==> src/isa_pkg.sv <==
package isa_pkg;

    // --------------------------------------------------
    // instruction format
    // --------------------------------------------------

    // 2-bit op, 2-bit rs1, 2-bit rs2, 2-bit rd
    localparam int INST_W    = 8;
    localparam int OP_W      = 2;
    localparam int REG_IDX_W = 2;

    // field offsets inside the instruction word
    localparam int OP_LSB  = 6;
    localparam int RS1_LSB = 4;
    localparam int RS2_LSB = 2;
    localparam int RD_LSB  = 0;

    // architectural registers, one per index value
    localparam int NUM_REGS = 1 << REG_IDX_W;

    typedef logic [INST_W-1:0]    inst_t;
    typedef logic [REG_IDX_W-1:0] reg_idx_t;

    // --------------------------------------------------
    // opcodes
    // --------------------------------------------------

    typedef enum logic [OP_W-1:0] {
        OP_NOP = 2'b00,
        OP_ADD = 2'b01,
        OP_SUB = 2'b10,
        OP_AND = 2'b11
    } opcode_e;

endpackage

==> src/core_pkg.sv <==
package core_pkg;

    // datapath width
    localparam int WORD_W = 8;

    typedef logic [WORD_W-1:0] word_t;

    // where an operand is taken from in ID
    typedef enum logic [1:0] {
        FWD_RF = 2'b00,
        FWD_WB = 2'b01,
        FWD_EX = 2'b10
    } fwd_src_e;

    // scoreboard entry bit positions
    localparam int WR_EX_BIT = 1;
    localparam int WR_WB_BIT = 0;

    // per-register pending write, EX bit above WB bit
    typedef logic [1:0] wr_stage_t;

endpackage

==> src/pipe_scoreboard.sv <==
`timescale 1ns/1ps

module pipe_scoreboard (
    input  logic                clk,
    input  logic                rst,
    input  logic                id_wen,
    input  isa_pkg::reg_idx_t   id_rd,
    input  isa_pkg::reg_idx_t   rs1,
    input  isa_pkg::reg_idx_t   rs2,
    output core_pkg::fwd_src_e  rs1_src,
    output core_pkg::fwd_src_e  rs2_src
);

    // one entry per architectural register
    core_pkg::wr_stage_t entries [isa_pkg::NUM_REGS];

    // newest write wins, so EX beats WB
    function automatic core_pkg::fwd_src_e stage_to_src(input core_pkg::wr_stage_t stage);
        core_pkg::fwd_src_e src;
        if (stage[core_pkg::WR_EX_BIT]) begin
            src = core_pkg::FWD_EX;
        end else if (stage[core_pkg::WR_WB_BIT]) begin
            src = core_pkg::FWD_WB;
        end else begin
            src = core_pkg::FWD_RF;
        end
        return src;
    endfunction

    // --------------------------------------------------
    // entry update
    // --------------------------------------------------

    // each entry moves one stage per cycle; an issued write enters at EX
    always_ff @(posedge clk) begin
        if (rst) begin
            for (int i = 0; i < isa_pkg::NUM_REGS; i++) begin
                entries[i] <= '0;
            end
        end else begin
            for (int i = 0; i < isa_pkg::NUM_REGS; i++) begin
                entries[i][core_pkg::WR_EX_BIT] <=
                    id_wen && (id_rd == isa_pkg::reg_idx_t'(i));
                entries[i][core_pkg::WR_WB_BIT] <= entries[i][core_pkg::WR_EX_BIT];
            end
        end
    end

    // --------------------------------------------------
    // operand lookup
    // --------------------------------------------------

    // rs1 and rs2 each use their own entry
    always_comb begin
        rs1_src = stage_to_src(entries[rs1]);
        rs2_src = stage_to_src(entries[rs2]);
    end

endmodule

==> src/pipe_regfile.sv <==
`timescale 1ns/1ps

module pipe_regfile (
    input  logic               clk,
    input  logic               rst,

    // operand reads for ID
    input  isa_pkg::reg_idx_t  rs1,
    input  isa_pkg::reg_idx_t  rs2,
    output core_pkg::word_t    rs1_rf,
    output core_pkg::word_t    rs2_rf,

    // writeback from EX/WB
    input  logic               wb_en,
    input  isa_pkg::reg_idx_t  wb_rd,
    input  core_pkg::word_t    wb_data,

    // host preload
    input  logic               load_en,
    input  isa_pkg::reg_idx_t  load_addr,
    input  core_pkg::word_t    load_data,

    // host debug read
    input  isa_pkg::reg_idx_t  dbg_addr,
    output core_pkg::word_t    dbg_data
);

    core_pkg::word_t regs [isa_pkg::NUM_REGS];

    // --------------------------------------------------
    // write ports
    // --------------------------------------------------

    // writeback wins over a load to the same register
    always_ff @(posedge clk) begin
        if (rst) begin
            for (int i = 0; i < isa_pkg::NUM_REGS; i++) begin
                regs[i] <= '0;
            end
        end else begin
            for (int i = 0; i < isa_pkg::NUM_REGS; i++) begin
                if (wb_en && (wb_rd == isa_pkg::reg_idx_t'(i))) begin
                    regs[i] <= wb_data;
                end else if (load_en && (load_addr == isa_pkg::reg_idx_t'(i))) begin
                    regs[i] <= load_data;
                end
            end
        end
    end

    // plain reads, no bypass here
    assign rs1_rf   = regs[rs1];
    assign rs2_rf   = regs[rs2];
    assign dbg_data = regs[dbg_addr];

endmodule

==> src/pipe_decode.sv <==
`timescale 1ns/1ps

module pipe_decode (
    input  logic                clk,
    input  logic                rst,
    input  isa_pkg::inst_t      inst,

    // issue info for the scoreboard
    output logic                id_wen,
    output isa_pkg::reg_idx_t   id_rd,

    // operand indices for scoreboard and register file
    output isa_pkg::reg_idx_t   rs1,
    output isa_pkg::reg_idx_t   rs2,

    // operand sources
    input  core_pkg::fwd_src_e  rs1_src,
    input  core_pkg::fwd_src_e  rs2_src,
    input  core_pkg::word_t     rs1_rf,
    input  core_pkg::word_t     rs2_rf,
    input  core_pkg::word_t     ex_result,
    input  core_pkg::word_t     wb_data,

    // ID/EX register
    output isa_pkg::opcode_e    ex_op,
    output logic                ex_wen,
    output isa_pkg::reg_idx_t   ex_rd,
    output core_pkg::word_t     ex_a,
    output core_pkg::word_t     ex_b
);

    isa_pkg::opcode_e id_op;
    core_pkg::word_t  id_a;
    core_pkg::word_t  id_b;

    // --------------------------------------------------
    // field decode
    // --------------------------------------------------

    assign id_op = isa_pkg::opcode_e'(inst[isa_pkg::OP_LSB +: isa_pkg::OP_W]);
    assign rs1   = inst[isa_pkg::RS1_LSB +: isa_pkg::REG_IDX_W];
    assign rs2   = inst[isa_pkg::RS2_LSB +: isa_pkg::REG_IDX_W];
    assign id_rd = inst[isa_pkg::RD_LSB +: isa_pkg::REG_IDX_W];

    // every opcode but NOP writes rd
    assign id_wen = (id_op != isa_pkg::OP_NOP);

    // --------------------------------------------------
    // operand forwarding
    // --------------------------------------------------

    // each operand follows its own source
    always_comb begin
        case (rs1_src)
            core_pkg::FWD_EX: id_a = ex_result;
            core_pkg::FWD_WB: id_a = wb_data;
            default:          id_a = rs1_rf;
        endcase
    end

    always_comb begin
        case (rs2_src)
            core_pkg::FWD_EX: id_b = ex_result;
            core_pkg::FWD_WB: id_b = wb_data;
            default:          id_b = rs2_rf;
        endcase
    end

    // --------------------------------------------------
    // ID/EX register
    // --------------------------------------------------

    always_ff @(posedge clk) begin
        if (rst) begin
            ex_wen <= 1'b0;
        end else begin
            ex_wen <= id_wen;
        end
    end

    // payload follows ex_wen
    always_ff @(posedge clk) begin
        ex_op <= id_op;
        ex_rd <= id_rd;
        ex_a  <= id_a;
        ex_b  <= id_b;
    end

endmodule

==> src/pipe_execute.sv <==
`timescale 1ns/1ps

module pipe_execute (
    input  logic               clk,
    input  logic               rst,

    // from ID/EX
    input  isa_pkg::opcode_e   ex_op,
    input  logic               ex_wen,
    input  isa_pkg::reg_idx_t  ex_rd,
    input  core_pkg::word_t    ex_a,
    input  core_pkg::word_t    ex_b,

    // live ALU result, forwarded to ID
    output core_pkg::word_t    ex_result,

    // EX/WB register, drives writeback and the WB forward path
    output logic               wb_en,
    output isa_pkg::reg_idx_t  wb_rd,
    output core_pkg::word_t    wb_data
);

    // --------------------------------------------------
    // ALU
    // --------------------------------------------------

    // add and sub wrap modulo 256
    always_comb begin
        case (ex_op)
            isa_pkg::OP_ADD: begin
                ex_result = ex_a + ex_b;
            end
            isa_pkg::OP_SUB: begin
                ex_result = ex_a - ex_b;
            end
            isa_pkg::OP_AND: begin
                ex_result = ex_a & ex_b;
            end
            default: begin
                // nop has no result
                ex_result = '0;
            end
        endcase
    end

    // --------------------------------------------------
    // EX/WB register
    // --------------------------------------------------

    always_ff @(posedge clk) begin
        if (rst) begin
            wb_en <= 1'b0;
        end else begin
            wb_en <= ex_wen;
        end
    end

    always_ff @(posedge clk) begin
        wb_rd   <= ex_rd;
        wb_data <= ex_result;
    end

endmodule

==> src/pipe_core.sv <==
`timescale 1ns/1ps

module pipe_core (
    input  logic               clk,
    input  logic               rst,
    input  isa_pkg::inst_t     inst,

    // host preload
    input  logic               load_en,
    input  isa_pkg::reg_idx_t  load_addr,
    input  core_pkg::word_t    load_data,

    // host debug read
    input  isa_pkg::reg_idx_t  dbg_addr,
    output core_pkg::word_t    dbg_data
);

    // --------------------------------------------------
    // stage wiring
    // --------------------------------------------------

    // ID to scoreboard and register file
    logic                id_wen;
    isa_pkg::reg_idx_t   id_rd;
    isa_pkg::reg_idx_t   rs1;
    isa_pkg::reg_idx_t   rs2;

    // back into ID
    core_pkg::fwd_src_e  rs1_src;
    core_pkg::fwd_src_e  rs2_src;
    core_pkg::word_t     rs1_rf;
    core_pkg::word_t     rs2_rf;

    // ID/EX
    isa_pkg::opcode_e    ex_op;
    logic                ex_wen;
    isa_pkg::reg_idx_t   ex_rd;
    core_pkg::word_t     ex_a;
    core_pkg::word_t     ex_b;
    core_pkg::word_t     ex_result;

    // EX/WB
    logic                wb_en;
    isa_pkg::reg_idx_t   wb_rd;
    core_pkg::word_t     wb_data;

    pipe_decode i_decode (
        .clk, .rst, .inst,
        .id_wen, .id_rd, .rs1, .rs2,
        .rs1_src, .rs2_src, .rs1_rf, .rs2_rf, .ex_result, .wb_data,
        .ex_op, .ex_wen, .ex_rd, .ex_a, .ex_b
    );

    pipe_scoreboard i_scoreboard (
        .clk, .rst, .id_wen, .id_rd, .rs1, .rs2, .rs1_src, .rs2_src
    );

    pipe_execute i_execute (
        .clk, .rst, .ex_op, .ex_wen, .ex_rd, .ex_a, .ex_b,
        .ex_result, .wb_en, .wb_rd, .wb_data
    );

    pipe_regfile i_regfile (
        .clk, .rst, .rs1, .rs2, .rs1_rf, .rs2_rf,
        .wb_en, .wb_rd, .wb_data,
        .load_en, .load_addr, .load_data,
        .dbg_addr, .dbg_data
    );

endmodule

==> config.mk <==
export PLATFORM = sky130hd
export DESIGN_NAME = pipe_core
export DESIGN_NICKNAME = d
export VERILOG_FILES = /design/src/isa_pkg.sv /design/src/core_pkg.sv /design/src/pipe_scoreboard.sv /design/src/pipe_regfile.sv /design/src/pipe_decode.sv /design/src/pipe_execute.sv /design/src/pipe_core.sv
export SDC_FILE = /design/constraint.sdc
export NUM_CORES = 1
export LEC_CHECK = 0
export BUFFER_PORTS_ARGS = -buffer_cell sky130_fd_sc_hd__clkbuf_2
export CORE_MARGIN = 5
export CORE_UTILIZATION = 60
export CTS_CLUSTER_SIZE = 14
export DETAILED_ROUTE_END_ITERATION = 8
export MAX_ROUTING_LAYER = met4
export PLACE_DENSITY = 0.81
export SYNTH_ARGS = -nofsm -noshare
export SYNTH_HDL_FRONTEND = slang
export SYNTH_SLANG_ARGS = --single-unit
export TNS_END_PERCENT = 5
==> constraint.sdc <==
create_clock -name clk -period 2.88 [get_ports clk]
set_input_delay 0 -clock clk [delete_from_list [all_inputs] [get_ports clk]]
set_output_delay 0 -clock clk [all_outputs]
set_load 0.1 [all_outputs]
==> flow_metrics.tcl <==
set metrics [dict create \
    yosys.area_share.simple 0.115 \
    hp-class "input port to flip-flop" \
    grt_pass1_wl_um 13400 \
    ys_seq_elements 72 \
    netlist-cell-type-count 47 \
    post-dp-hpwl_um 5930 \
    antenna_found_initial 0 \
    final_common_cell "dfxtp_1" \
    hold_viol_final 0 \
    grt_overflow_total 0 \
    finalClockSkew_ns 0.00992 \
    drc 0 \
    setup_viol 0 \
    path_max_fanout 7 \
    reg2regPathDepth 9 \
    top_layer "met4" \
    cts_tree "yes" \
    start_kind "flip-flop" \
    internal_power_mw 2.10 \
    ctsRootBufferMaster "clkbuf_8" \
    final_core_util 0.701 \
    p_clk_frac 0.306 \
    r2r_setup_slack_ns 0.37 \
    clock_path_buffers 2 \
    routed-wl-met3_um 461 \
    finalNetCount 402 \
    floorplan.core_area_mm2 0.00646 \
    hold_end "i_regfile.regs[2][3]" \
    critPathMaxStageDelay_ns 0.42 \
    slowest_stage "fa_1" \
    met1_length_um 3420 \
    firstDrtPassIters 4 \
    vias_per_cell 6.25 \
    cts.sinks 72 \
    place.gp.congestion 0.910 \
    slew_headroom 0.346 \
    rsz0062_at_grt "false" \
    port_buffers 30 \
    antenna_cells 0 \
    worstMarginPinSlew_ns 0.973 \
    place_inst 423 \
    cp-end-kind "flip-flop" \
    p_sw_mw 0.934 \
    min_path_cells 2 \
    fin_crit_sh 0.873 \
    die_y_um 92.0 \
    grt_usage 0.207 \
    r2r_start "i_decode.ex_op[0]" \
    ys_seq_area_frac 0.437 \
    finalNonFillerCells 448 \
    cp_cell_sequence "inv_1, ha_1, mux2_2, fa_1, nor2b_1, o31a_1, nor4_1, o21ai_0, a31oi_1" \
    p_seq_frac 0.440 \
    pin_count 31 \
    synthesis.area_mm2 0.00403 \
    yosysWarnings 0 \
    syn_nets 364 \
    insertion_delay_ns 0.34 \
    synth_flop_cell "dfxtp_1" \
    worstPathArrival_ns 2.70 \
    synthToLayoutAreaGrowth_pct 12.3 \
    yosys.area.top_type_share 0.238 \
    switching_share 0.308 \
    synth_area_leaders "edfxtp_1 (24%), dfxtp_1 (20%), mux4_1 (8.5%), mux4_2 (8.4%), a22o_1 (7.0%)" \
    vias 2802 \
    hp-start "load_data[3]" \
    yosys.area.top_type "edfxtp_1" \
    min_period_ns 2.51 \
    synthArstFlopShare 0 \
    max_cap_viol_count 0 \
    drive_gt1_frac 0.205 \
    synth_edf_count 32 \
    status "completed" \
    muxShareOfSynthArea 0.182 \
    ant_nets 0 \
    num-fill-cells 447 \
    grt_pass1_vias 2686 \
    path_clk_slew_ns 0.07 \
    wl_met2_um 4050 \
    wirelength_um 8050 \
    required_ns 3.07 \
    cts-htree-levels 3 \
    crit_type "flip-flop to flip-flop" \
    numCtsBuffers 9 \
    synth_cells 328 \
    ir_worst_vdd_v 0.000409 \
    tns_ns 0 \
    synth_xor_area_frac 0.0174 \
    power_frac_comb 0.253 \
    final_cell_mix "dfxtp_1 (40), a22o_1 (32), edfxtp_1 (32), clkbuf_2 (30), inv_1 (17)" \
    die-area_mm2 0.00846 \
    slew_violations 0 \
    r2r-end "i_decode.ex_a[6]" \
    placementRows 29 \
    fmax_ghz 0.398 \
    synthAdderAreaFrac 0.0422 \
    cts_resized 0 \
    start_util 0.624 \
    wire_per_inst_um 18.0 \
    die_width_um 92.0 \
    grt_max_degree 18 \
    synth_top_family_by_area "multiplexers" \
    postSynthAreaPerCell_um2 12.3 \
    power_density_mw_per_mm2 670 \
    first_iter_violations 176 \
    synth_compound_area_frac 0.169 \
    power_leakage_nw 1.88 \
]
[timing repair]
action,in CTS,in global routing
endpoints found under the hold margin,16,0
hold buffers,9,0
buffers inserted,0,0
[worst max-delay path by stage]
stage	from	end	slack, ns
5_1_grt	i_decode.ex_op[0]	i_decode.ex_a[6]	0.12
3_5_place_dp	i_decode.ex_op[0]	i_decode.ex_a[6]	0.42
3_3_place_gp	i_decode.ex_op[0]	i_decode.ex_b[5]	0.44
2_1_floorplan	i_decode.ex_op[0]	i_decode.ex_a[5]	0.65
6_report	i_decode.ex_op[0]	i_decode.ex_a[6]	0.37
4_1_cts	i_decode.ex_op[0]	i_decode.ex_a[6]	0.34
[sequential cells by signal, summed over array words and instances, names as in the netlist, 2 cells and up]
signal	cells
i_decode.ex_rd	2
i_execute.wb_rd	2
i_regfile.regs	32
i_decode.ex_b	8
i_decode.ex_a	8
i_scoreboard.entries	8
i_decode.ex_op	2
i_execute.wb_data	8
[power groups by stage]
stage	Sequential [mW]	Combinational (mW)	Clock (mW)
after global routing	1.35	0.846	0.995
after global placement	1.34	0.746	0
after floorplan	1.30	0.635	0
after detailed placement	1.35	0.750	0
final	1.34	0.768	0.929
after CTS	1.33	0.768	0.937
[layer usage]
layer / global-route usage / up-vias
met5: - / -
met4: 0.0854 / 0
met3: 0.0303 / 10
met2: 0.333 / 96
met1: 0.264 / 1327
li1: - / 1369
[logic make-up after synthesis]
| group | count (synthesis) |
|---|---|
| AO/OA/AOI/OAI | 92 |
| XOR/XNOR | 8 |
| adder cells (fa/ha/maj) | 13 |
| buffers and inverters | 30 |
| flip-flops | 72 |
| multiplexers | 33 |
| AND/OR/NAND/NOR | 80 |
[synthesized netlist by cell type (2+ instances only)]
| library cell | number |
|---|---|
| dfxtp_1 | 40 |
| a22o_1 | 32 |
| edfxtp_1 | 32 |
| inv_1 | 17 |
| a211oi_1 | 15 |
| a21oi_1 | 15 |
| mux4_2 | 15 |
| nor2_1 | 15 |
| mux4_1 | 13 |
| ha_1 | 12 |
| nand2_1 | 11 |
| nor2b_1 | 11 |
| a31oi_1 | 9 |
| nand2b_1 | 8 |
| xnor2_1 | 7 |
| o21ai_0 | 6 |
| and2b_2 | 5 |
| nand3_1 | 5 |
| nor3_1 | 5 |
| a21o_1 | 4 |
| and2b_1 | 4 |
| and3_1 | 4 |
| buf_2 | 4 |
| buf_6 | 4 |
| mux2i_1 | 3 |
| or3_1 | 3 |
| clkbuf_1 | 2 |
| clkbuf_2 | 2 |
| mux2_2 | 2 |
| nor2b_2 | 2 |
| nor4_1 | 2 |
| nor4_2 | 2 |
| o21a_1 | 2 |
| o21bai_1 | 2 |
[layout make-up]
type                    count  area [um^2]  share of cell area
multi-input cells         226         2120               0.468
inverters                  17         63.8              0.0141
clock inverters             6          109              0.0241
repair buffers             40          248              0.0548
clock buffers              10          128              0.0282
flip-flops and latches     72         1760               0.389
well taps                  77         96.3              0.0213
[critical path, delay by kind of cell (launching register included)]
kind	cells	cell delay (ns)
flip-flops	1	0.31
multiplexers	1	0.39
AO/OA/AOI/OAI	3	0.67
buffers and inverters	1	0.07
adder cells (fa/ha/maj)	2	0.70
AND/OR/NAND/NOR	2	0.22
[stage by stage]
step | hold slack (ns) | instance area (um^2) | power (mW) | setup WS [ns]
2_1_floorplan | 0.0277 | 4030 | 1.93 | 0.650
3_3_place_gp | 0.120 | 4200 | 2.08 | 0.441
3_5_place_dp | 0.122 | 4200 | 2.10 | 0.419
4_1_cts | 0.00440 | 4520 | 3.04 | 0.339
5_1_grt | 0.0220 | 4520 | 3.19 | 0.121
6_report | 0.0200 | 4520 | 3.03 | 0.367
Power figures use the tool's default switching activity.
